File: src/logic/fpPkg.sv
package fpPkg;

	// Half precision field layout
	localparam int ExpWidth = 5;   // Exponent field
	localparam int ManWidth = 10;  // Stored fraction
	localparam int HalfWidth = 1 + ExpWidth + ManWidth;
	localparam int ExpMax = (1 << ExpWidth) - 1; // All-ones exponent, NaN or Inf

	// Datapath widths
	localparam int SigWidth = ManWidth + 1;             // Hidden bit plus fraction
	localparam int GrsWidth = 3;                        // Guard, round, sticky
	localparam int SumWidth = SigWidth + GrsWidth + 1;  // One extra carry bit
	// Right shifter width, room for any exponent difference
	localparam int AlignWidth = SigWidth + (1 << ExpWidth);

	// Input to output latency
	localparam int PipeDepth = 4;

	typedef logic [HalfWidth-1:0] halfWord;

	// Exception flags, overflow at the MSB
	typedef logic [3:0] flagVec;

	localparam int FlagOverflow = 3;
	localparam int FlagUnderflow = 2;
	localparam int FlagInvalid = 1;
	localparam int FlagInexact = 0;

	// Quiet NaN, plus sign, top fraction bit set
	localparam halfWord CanonNaN = {
		1'b0,
		{ExpWidth{1'b1}},
		1'b1,
		{(ManWidth-1){1'b0}}
	};

endpackage

File: src/logic/addPipe.sv
module addPipe (
	input  logic clk,
	input  logic rst,
	input  fpPkg::halfWord a,
	input  fpPkg::halfWord b,
	input  logic op,
	input  logic inValid,
	output logic normSign,
	output logic signed [fpPkg::ExpWidth:0] normExp,
	output logic [fpPkg::SigWidth-1:0] normMan,
	output logic [fpPkg::GrsWidth-1:0] normGrs,
	output logic zeroSum,
	output logic normValid
);

	// Stage 1 to 2
	logic [fpPkg::SigWidth+fpPkg::GrsWidth-1:0] bigSig;
	logic [fpPkg::SigWidth+fpPkg::GrsWidth-1:0] smallSig;
	logic [fpPkg::ExpWidth-1:0] bigExp;
	logic resSign;
	logic effSub;
	logic alignValid;

	// Stage 2 to 3
	logic [fpPkg::SumWidth-1:0] sum;
	logic [fpPkg::ExpWidth-1:0] sumExp;
	logic sumSign;
	logic sumValid;

	operandAlign alignStage (
		.clk, .rst, .a, .b, .op, .inValid,
		.bigSig, .smallSig, .bigExp, .resSign, .effSub, .alignValid
	);

	mantissaAdd addStage (
		.clk, .rst, .bigSig, .smallSig, .bigExp, .resSign, .effSub, .alignValid,
		.sum, .sumExp, .sumSign, .sumValid
	);

	sumNormalize normStage (
		.clk, .rst, .sum, .sumExp, .sumSign, .sumValid,
		.normSign, .normExp, .normMan, .normGrs, .zeroSum, .normValid
	);

endmodule

File: src/logic/fpAddSub.sv
module fpAddSub (
	input  logic clk,
	input  logic rst,
	input  fpPkg::halfWord a,
	input  fpPkg::halfWord b,
	input  logic op,                 // 0 add, 1 sub
	input  logic inValid,
	output fpPkg::halfWord result,
	output fpPkg::flagVec flags,
	output logic outValid            // Four edges after inValid
);

	// Datapath into round stage
	logic normSign;
	logic signed [fpPkg::ExpWidth:0] normExp;
	logic [fpPkg::SigWidth-1:0] normMan;
	logic [fpPkg::GrsWidth-1:0] normGrs;
	logic zeroSum;
	logic normValid;

	// Special path, already delayed to line up
	logic isSpecial;
	fpPkg::halfWord specialResult;
	logic specialInvalid;

	addPipe datapath (
		.clk, .rst, .a, .b, .op, .inValid,
		.normSign, .normExp, .normMan, .normGrs, .zeroSum, .normValid
	);

	specialCases specials (
		.clk, .rst, .a, .b, .op,
		.isSpecial, .specialResult, .specialInvalid
	);

	roundPack packStage (
		.clk, .rst, .normSign, .normExp, .normMan, .normGrs, .zeroSum, .normValid,
		.isSpecial, .specialResult, .specialInvalid,
		.result, .flags, .outValid
	);

endmodule

File: src/logic/mantissaAdd.sv
module mantissaAdd (
	input  logic clk,
	input  logic rst,
	input  logic [fpPkg::SigWidth+fpPkg::GrsWidth-1:0] bigSig,
	input  logic [fpPkg::SigWidth+fpPkg::GrsWidth-1:0] smallSig,
	input  logic [fpPkg::ExpWidth-1:0] bigExp,
	input  logic resSign,
	input  logic effSub,
	input  logic alignValid,
	output logic [fpPkg::SumWidth-1:0] sum,     // Carry, significand, GRS
	output logic [fpPkg::ExpWidth-1:0] sumExp,
	output logic sumSign,
	output logic sumValid
);

	logic [fpPkg::SumWidth-1:0] nextSum;

	// Larger operand first, so the difference never goes negative
	assign nextSum = effSub ? ({1'b0, bigSig} - {1'b0, smallSig})
		: ({1'b0, bigSig} + {1'b0, smallSig});

	always_ff @(posedge clk) begin
		sum <= nextSum;
		sumExp <= bigExp;
		sumSign <= resSign;  // Sign already settled in stage 1
	end

	always_ff @(posedge clk) begin
		if (rst)
			sumValid <= 1'b0;
		else
			sumValid <= alignValid;
	end

endmodule

File: src/logic/operandAlign.sv
module operandAlign (
	input  logic clk,
	input  logic rst,
	input  fpPkg::halfWord a,
	input  fpPkg::halfWord b,
	input  logic op,                  // 0 add, 1 sub
	input  logic inValid,
	output logic [fpPkg::SigWidth+fpPkg::GrsWidth-1:0] bigSig,   // Larger significand, GRS clear
	output logic [fpPkg::SigWidth+fpPkg::GrsWidth-1:0] smallSig, // Aligned smaller one
	output logic [fpPkg::ExpWidth-1:0] bigExp,                   // Common exponent
	output logic resSign,
	output logic effSub,
	output logic alignValid
);

	logic [fpPkg::ExpWidth-1:0] expA;
	logic [fpPkg::ExpWidth-1:0] expB;
	logic zeroA;
	logic zeroB;
	logic [fpPkg::SigWidth-1:0] sigA;
	logic [fpPkg::SigWidth-1:0] sigB;
	logic [fpPkg::HalfWidth-2:0] magA;  // Magnitude with zero exponent flushed
	logic [fpPkg::HalfWidth-2:0] magB;
	logic aBig;                          // Ties go to a
	logic [fpPkg::ExpWidth-1:0] shiftAmt;
	logic [fpPkg::AlignWidth-1:0] wideSmall;
	logic nextEffSub;
	logic nextSign;

	assign expA = a[fpPkg::HalfWidth-2 -: fpPkg::ExpWidth];
	assign expB = b[fpPkg::HalfWidth-2 -: fpPkg::ExpWidth];
	assign zeroA = (expA == '0);          // Subnormals flushed too
	assign zeroB = (expB == '0);
	assign sigA = zeroA ? '0 : {1'b1, a[fpPkg::ManWidth-1:0]};
	assign sigB = zeroB ? '0 : {1'b1, b[fpPkg::ManWidth-1:0]};
	assign magA = zeroA ? '0 : a[fpPkg::HalfWidth-2:0];
	assign magB = zeroB ? '0 : b[fpPkg::HalfWidth-2:0];

	assign aBig = (magA >= magB);
	assign shiftAmt = aBig ? (expA - expB) : (expB - expA);
	assign nextEffSub = op ^ a[fpPkg::HalfWidth-1] ^ b[fpPkg::HalfWidth-1];

	// Smaller significand at the top, everything shifted out lands below the GR bits
	assign wideSmall = {aBig ? sigB : sigA, {(fpPkg::AlignWidth-fpPkg::SigWidth){1'b0}}} >> shiftAmt;

	always_comb begin
		if (nextEffSub && magA == magB)
			nextSign = 1'b0;                                  // Exact cancellation is +0
		else if (zeroA && zeroB)
			nextSign = a[fpPkg::HalfWidth-1] & b[fpPkg::HalfWidth-1] & ~op;
		else if (aBig)
			nextSign = a[fpPkg::HalfWidth-1];
		else
			nextSign = b[fpPkg::HalfWidth-1] ^ op;            // b negated for sub
	end

	always_ff @(posedge clk) begin
		bigSig <= {aBig ? sigA : sigB, {fpPkg::GrsWidth{1'b0}}};
		smallSig <= {wideSmall[fpPkg::AlignWidth-1 -: fpPkg::SigWidth+fpPkg::GrsWidth-1],
			|wideSmall[fpPkg::AlignWidth-fpPkg::SigWidth-fpPkg::GrsWidth:0]}; // Sticky
		bigExp <= aBig ? expA : expB;
		resSign <= nextSign;
		effSub <= nextEffSub;
	end

	always_ff @(posedge clk) begin
		if (rst)
			alignValid <= 1'b0;
		else
			alignValid <= inValid;
	end

endmodule

File: src/logic/roundPack.sv
module roundPack (
	input  logic clk,
	input  logic rst,
	input  logic normSign,
	input  logic signed [fpPkg::ExpWidth:0] normExp,
	input  logic [fpPkg::SigWidth-1:0] normMan,
	input  logic [fpPkg::GrsWidth-1:0] normGrs,
	input  logic zeroSum,
	input  logic normValid,
	input  logic isSpecial,
	input  fpPkg::halfWord specialResult,
	input  logic specialInvalid,
	output fpPkg::halfWord result,
	output fpPkg::flagVec flags,
	output logic outValid
);

	logic roundUp;
	logic [fpPkg::SigWidth:0] rounded;               // Room for a rounding carry
	logic signed [fpPkg::ExpWidth+1:0] roundExp;
	logic inexact;
	fpPkg::halfWord nextResult;
	fpPkg::flagVec nextFlags;

	// Nearest even, a tie rounds up only from an odd LSB
	assign roundUp = normGrs[2] & (normGrs[1] | normGrs[0] | normMan[0]);
	assign rounded = {1'b0, normMan} + roundUp;
	assign roundExp = normExp + $signed({1'b0, rounded[fpPkg::SigWidth]}); // Carry bumps exponent
	assign inexact = |normGrs;

	always_comb begin
		nextFlags = '0;
		if (isSpecial) begin
			nextResult = specialResult;                  // Special path wins
			nextFlags[fpPkg::FlagInvalid] = specialInvalid;
		end else if (zeroSum) begin
			nextResult = {normSign, {(fpPkg::HalfWidth-1){1'b0}}};  // Sign from stage 1 rule
		end else if (normExp <= 0) begin
			nextResult = {normSign, {(fpPkg::HalfWidth-1){1'b0}}};  // Flush to zero
			nextFlags[fpPkg::FlagUnderflow] = 1'b1;
			nextFlags[fpPkg::FlagInexact] = 1'b1;
		end else if (roundExp >= fpPkg::ExpMax) begin
			nextResult = {normSign, {fpPkg::ExpWidth{1'b1}}, {fpPkg::ManWidth{1'b0}}};
			nextFlags[fpPkg::FlagOverflow] = 1'b1;
			nextFlags[fpPkg::FlagInexact] = 1'b1;
		end else begin
			// Fraction bits are zero after a rounding carry, no shift needed
			nextResult = {normSign, roundExp[fpPkg::ExpWidth-1:0], rounded[fpPkg::ManWidth-1:0]};
			nextFlags[fpPkg::FlagInexact] = inexact;
		end
	end

	// Outputs hold between pulses
	always_ff @(posedge clk) begin
		if (rst) begin
			result <= '0;
			flags <= '0;
			outValid <= 1'b0;
		end else begin
			outValid <= normValid;
			if (normValid) begin
				result <= nextResult;
				flags <= nextFlags;
			end
		end
	end

endmodule

File: src/logic/specialCases.sv
module specialCases (
	input  logic clk,
	input  logic rst,
	input  fpPkg::halfWord a,
	input  fpPkg::halfWord b,
	input  logic op,
	output logic isSpecial,                // NaN or Inf on an input
	output fpPkg::halfWord specialResult,
	output logic specialInvalid
);

	localparam int Depth = fpPkg::PipeDepth - 1;  // Matches the three datapath stages

	logic nanA;
	logic nanB;
	logic infA;
	logic infB;
	logic anyNaN;
	fpPkg::halfWord nextResult;
	logic [Depth-1:0] specialPipe;
	logic [Depth-1:0] invalidPipe;
	fpPkg::halfWord resultPipe [Depth];

	assign nanA = (a[fpPkg::HalfWidth-2 -: fpPkg::ExpWidth] == fpPkg::ExpMax) && (|a[fpPkg::ManWidth-1:0]);
	assign nanB = (b[fpPkg::HalfWidth-2 -: fpPkg::ExpWidth] == fpPkg::ExpMax) && (|b[fpPkg::ManWidth-1:0]);
	assign infA = (a[fpPkg::HalfWidth-2 -: fpPkg::ExpWidth] == fpPkg::ExpMax) && !(|a[fpPkg::ManWidth-1:0]);
	assign infB = (b[fpPkg::HalfWidth-2 -: fpPkg::ExpWidth] == fpPkg::ExpMax) && !(|b[fpPkg::ManWidth-1:0]);

	// Inf minus Inf under effective subtract is invalid
	assign anyNaN = nanA | nanB
		| (infA & infB & (op ^ a[fpPkg::HalfWidth-1] ^ b[fpPkg::HalfWidth-1]));

	always_comb begin
		if (anyNaN)
			nextResult = fpPkg::CanonNaN;
		else if (infA)
			nextResult = {a[fpPkg::HalfWidth-1], {fpPkg::ExpWidth{1'b1}}, {fpPkg::ManWidth{1'b0}}};
		else
			nextResult = {b[fpPkg::HalfWidth-1] ^ op, {fpPkg::ExpWidth{1'b1}},
				{fpPkg::ManWidth{1'b0}}};  // Effective sign of b
	end

	// Shifts every cycle to stay in step with the datapath
	always_ff @(posedge clk) begin
		if (rst) begin
			specialPipe <= '0;
			invalidPipe <= '0;
		end else begin
			specialPipe <= {specialPipe[Depth-2:0], nanA | nanB | infA | infB};
			invalidPipe <= {invalidPipe[Depth-2:0], anyNaN};
		end
	end

	always_ff @(posedge clk) begin
		resultPipe[0] <= nextResult;
		for (int i = 1; i < Depth; i++)
			resultPipe[i] <= resultPipe[i-1];
	end

	assign isSpecial = specialPipe[Depth-1];
	assign specialInvalid = invalidPipe[Depth-1];
	assign specialResult = resultPipe[Depth-1];

endmodule

File: src/logic/sumNormalize.sv
module sumNormalize (
	input  logic clk,
	input  logic rst,
	input  logic [fpPkg::SumWidth-1:0] sum,
	input  logic [fpPkg::ExpWidth-1:0] sumExp,
	input  logic sumSign,
	input  logic sumValid,
	output logic normSign,
	output logic signed [fpPkg::ExpWidth:0] normExp,  // May drop to zero or below
	output logic [fpPkg::SigWidth-1:0] normMan,       // Hidden bit included
	output logic [fpPkg::GrsWidth-1:0] normGrs,
	output logic zeroSum,
	output logic normValid
);

	logic [fpPkg::ExpWidth:0] lzCount;      // Leading zeros below the carry bit
	logic found;
	logic [fpPkg::SumWidth-2:0] shifted;
	logic signed [fpPkg::ExpWidth:0] expExt;

	// Priority search for the leading one
	always_comb begin
		lzCount = '0;
		found = 1'b0;
		for (int i = fpPkg::SumWidth-2; i >= 0; i--) begin
			if (!found && sum[i])
				found = 1'b1;
			else if (!found)
				lzCount = lzCount + 1'b1;
		end
	end

	assign shifted = sum[fpPkg::SumWidth-2:0] << lzCount; // All zero sum shifts to zero
	assign expExt = $signed({1'b0, sumExp});

	always_ff @(posedge clk) begin
		normSign <= sumSign;
		zeroSum <= ~|sum;
		if (sum[fpPkg::SumWidth-1]) begin
			// Carry out shifts one place right and folds the lost bit into sticky
			normMan <= sum[fpPkg::SumWidth-1 -: fpPkg::SigWidth];
			normGrs <= {sum[fpPkg::GrsWidth:fpPkg::GrsWidth-1], |sum[fpPkg::GrsWidth-2:0]};
			normExp <= expExt + 1;
		end else begin
			normMan <= shifted[fpPkg::SumWidth-2 -: fpPkg::SigWidth];
			normGrs <= shifted[fpPkg::GrsWidth-1:0];
			normExp <= expExt - $signed(lzCount);  // Count never reaches the sign bit
		end
	end

	always_ff @(posedge clk) begin
		if (rst)
			normValid <= 1'b0;
		else
			normValid <= sumValid;
	end

endmodule

File: config.mk
export PLATFORM = sky130hd
export DESIGN_NAME = fpAddSub
export DESIGN_NICKNAME = d
export VERILOG_FILES = /design/src/logic/fpPkg.sv /design/src/logic/addPipe.sv /design/src/logic/fpAddSub.sv /design/src/logic/mantissaAdd.sv /design/src/logic/operandAlign.sv /design/src/logic/roundPack.sv /design/src/logic/specialCases.sv /design/src/logic/sumNormalize.sv
export SDC_FILE = /design/constraint.sdc
export NUM_CORES = 1
export LEC_CHECK = 0
export BUFFER_PORTS_ARGS = -buffer_cell sky130_fd_sc_hd__buf_4
export CAP_MARGIN = 20
export CORE_UTILIZATION = 35
export CTS_CLUSTER_DIAMETER = 40
export DETAILED_ROUTE_END_ITERATION = 8
export GPL_ROUTABILITY_DRIVEN = 0
export SLEW_MARGIN = 30
export SYNTH_ARGS = -nofsm -noshare
export SYNTH_HDL_FRONTEND = slang
export SYNTH_SLANG_ARGS = --single-unit
File: constraint.sdc
create_clock -name clk -period 22.2 [get_ports clk]
set_clock_uncertainty 0.05 [all_clocks]
set_input_delay 1.11 -clock clk [delete_from_list [all_inputs] [get_ports clk]]
set_output_delay 1.11 -clock clk [all_outputs]
set_load 0.1 [all_outputs]
==> results.md <==
- The fraction of synthesized cell area taken by the top area cell type is about a quarter.
- The number of global-route vias before repair is around 7.3k.
- Dividing the synthesized area by the synthesized cell count gives around 8 um^2.
- Across the VDD grid, the largest voltage drop is around 46 uV.
- The number of different library cells used by synthesis comes to a little over 80.
- The run finished with clean final reports.
- The final standard cell count with taps included and fillers excluded is about 1.5k.
- Derived from the worst setup path, the maximum achievable clock frequency is 94.95 MHz.
- The final routed wirelength across all metal layers is a little over 20,000 um.
- In this run, synthesis inferred 0 flip-flops with an integrated enable.
- The core region is ~0.024 mm^2.
- The site row count is 57.
- Of the total power, combinational logic draws approximately 50%.
- The internal portion of total power is between 0.5 and 0.6 mW.
- The routed wire length per instance is between 10 and 15 um.
- The slowest cell on the critical path is xor2_1.
- Once the clock tree was built, the resizer swapped 0 gates to a different size.
- The final setup TNS is 0 ns.
- Once the floorplan was initialized, standard cells occupied ~36% of the core.
- The critical path class is reg -> reg.
- The most frequently used cell type in the post-synthesis netlist is nor2_1.
- Buffers inserted to repair hold after CTS numbered 0.
- In this run the horizontal extent of the chip is about 160 um.
- Counting the buffers created by CTS gives 9.
- The ratio of cells with drive above 1 in the final layout is between 10% and 20%.
- The share of total power consumed by net switching is 43.58%.
- The detailed router finished its first iteration with 552 violations.
- The synthesized netlist net count is 1,214.
- The most numerous cell type found on the critical path is ha_1.
- Summed over all layers, the global routing overflow is 0.
- The total setup violations reported at the end of the flow is 0.
- The clock tree synthesis step divided the H-tree into 3 levels.
- For the worst-skew pair, the clock arrives at the later sink with an insertion delay of ~0.36 ns.
- The number of maximum-capacitance constraint violations is 0.
- The CTS clock-pin slew for the worst setup and hold paths is 0.07 ns.
- Clock tree synthesis selected as its root buffer the cell clkbuf_16.
- For this run, design rule violations remaining after detail routing come to 0.
- Clock tree synthesis found a total of between 100 and 150 sinks.
- The sequential fraction of design power is 34.2%.
- The worst pin sits at a relative slew slack of a little over a third.
- Of the total power, the clock network draws between 10% and 20%.
- The maximum number of pins on one net before global-route repair is 32.
- The number of hold-slack violations in the final timing report is 0.
- After layout, the worst path uses a little under half of the clock period.
- Sorting the synthesized cells by how often they occur yields nor2_1 (114), dfxtp_1 (111), nand2_1 (110), a21oi_1 (77), inv_1 (74).
- The number of instances in the placed design is roughly 1.4k.
- The worst-case clock buffer depth is 2.
- The number of max-slew violations in the final report was 0.
- The fraction of registers with async set/reset is 0%.
- The initial antenna violation count was 0.
- The TritonCTS clock tree is done.
- The final layout contains approximately 1.2k nets.
- Setup repair after global routing left no endpoint under its margin.
- The worst hold path belongs to the class reg -> reg.
- The worst stage delay on the critical path is 0.51 ns.
- The area growth from synthesis to layout is 10.66%.
- The kind of capture point of the worst setup path is a flip-flop.
- Of all cell types, the one taking the most synthesized area is dfxtp_1.
- The number of vias per cell after detailed routing is 5.284.
- Synthesis produced 1,108 cells.
- After synthesis, flip-flops and latches occupy 25.51% of the total area.
- The slew at the pin closest to its max-slew limit is ~0.95 ns.
- The largest fanout on the critical path is 8.
- The floorplan step defined a die boundary enclosing between 0.02 and 0.03 mm^2.
- The startpoint type of the worst setup path is a flip-flop.
- For the worst flop-to-flop path, the logic depth is 48.
- The wire length of the first global-routing pass is approximately 35,000 um.
- Counting flops and latches in the post-synthesis netlist gives 111.
- For the worst setup path, the data arrival time is 10.69 ns.
- The analysis attributes to net switching a power of just over 0.4 mW.
- The worst hold path was traced through 0 stages.
- The HPWL reported at the end of detailed placement is 16,370 um.
- The count of vias placed by the detailed router is approximately 7.7k.
- Port buffering added 56 buffers.
- The count of warnings emitted by yosys is 0.
- Ranked by total cell area, the synthesized netlist is headed by dfxtp_1 (26%), ha_1 (9.5%), mux2i_1 (5.1%), nor2_1 (4.9%), nand2_1 (4.7%).
- For this design the ratio of total power to cell area is approximately 96 mW/mm^2.
- For this run, the detailed router's first-pass iteration total came to 6.
- The boundary pin count is 57.
- In this run the static leakage power is 4.085 nW.
- The repair_antennas step left the layout with diodes totalling 0.
- The aggregate global-route resource usage is between 10% and 20%.
- After synthesis the cells add up to approximately 0.0087 mm^2.
- The number of setup buffers added after CTS is 0.
- The clock period minus final worst setup slack is 10.53 ns.
- The detail route stage leaves a number of antenna-violating nets equal to 0.
- Measured along the y axis, the die boundary spans roughly 160 um.
- The most frequently used flop master after synthesis is dfxtp_1.
- STA puts the critical path data required time at 22.35 ns.
worst max-delay path: cells and delay by family, from the launching register on:
kind	cells	cell delay, ns
AND/OR/NAND/NOR	13	1.92
AO/OA/AOI/OAI	10	1.77
XOR/XNOR	6	1.67
flip-flops	1	0.46
adder cells (fa/ha/maj)	11	3.31
multiplexers	4	0.82
buffers and inverters	4	0.37
cell usage in the layout (no fill, tap or decap), types with 11 or more instances in the layout:
cell type	Yosys	routed
o21ai_0	51	51
a21o_1	11	11
nand4_1	12	12
a211oi_1	19	19
o31ai_1	12	12
nor2_1	114	114
buf_4	0	60
o21bai_1	11	11
nor2b_1	37	37
mux2i_1	44	44
and2_1	12	12
ha_1	66	66
nand2_1	110	110
dfxtp_1	111	110
inv_1	74	74
nor3_1	23	23
a31oi_1	13	13
nand2b_1	12	12
xor2_1	16	16
xnor2_1	37	37
a21oi_1	77	77
nand3_1	33	33
power by group through the flow:
stage               sequential [mW]  combinational (mW)  clock [mW]
CTS                           0.315               0.453       0.156
global placement              0.319               0.448           0
detailed placement            0.319               0.451           0
global route                  0.324               0.512       0.166
floorplan                     0.288               0.375           0
finish                        0.316               0.455       0.152
stage by stage:
step	worst slack (ns)	hold WS [ns]	cell area [um^2]	total power [mW]	utilization, %
floorplan	12.90	0.2596	8711	0.6624	-
global placement	12.11	0.2613	9355	0.7663	38.36
detailed placement	11.81	0.2621	9355	0.7698	38.36
CTS	11.75	0.2749	9638	0.9243	39.51
global route	10.76	0.2825	9639	1.001	39.52
finish	11.67	0.2733	9639	0.9225	39.52
per-layer routing:
metal	vias to the layer above	GRT usage, %	wire, um
li1	3941	-	-
met1	3523	22.12	9964
met3	28	2.416	774
met4	0	4.764	386
met5	-	0	0
met2	175	27.49	9575
cell type report:
type | instances | area, um^2
Fill cell | 2516 | 14750
Multi-Input combinational cell | 863 | 5984
Sequential cell | 111 | 2223
Timing Repair Buffer | 60 | 450.4
Tap cell | 324 | 405.4
Inverter | 78 | 292.8
Clock buffer | 9 | 225.2
Clock inverter | 6 | 57.56
cells by family after synthesis:
kind of cell / Yosys count / share of synthesized area [%]
muxes: 60 / 8.546
and+or+nand+nor: 403 / 22.59
DFF: 111 / 25.51
adders and majority gates: 72 / 10.64
buffers and inverters: 134 / 5.788
AOI/OAI and AO/OA: 268 / 19.81
xor gates and xnor gates: 60 / 7.110
worst paths after layout:
kind	from	to	slack [ns]
setup / recovery	datapath.addStage.sum[13]	datapath.normStage.normExp[5]	11.67
hold / removal	specials.resultPipe[0][25]	specials.resultPipe[0][41]	0.27
setup reg to reg	datapath.addStage.sum[13]	datapath.normStage.normExp[5]	11.67
hold reg to reg	specials.resultPipe[0][25]	specials.resultPipe[0][41]	0.27
registers in the layout, indices dropped and copies added (netlist names), 3 cells and up:
signal                        flops
specials.invalidPipe              3
datapath.normStage.normGrs        3
datapath.normStage.normMan       11
specials.specialPipe              3
datapath.alignStage.bigSig       11
packStage.result                 16
datapath.alignStage.bigExp        5
datapath.alignStage.smallSig     14
packStage.flags                   4
specials.resultPipe               6
datapath.addStage.sum            15
datapath.normStage.normExp        6
datapath.addStage.sumExp          5
Note: power is estimated with default switching activity, not from simulation.
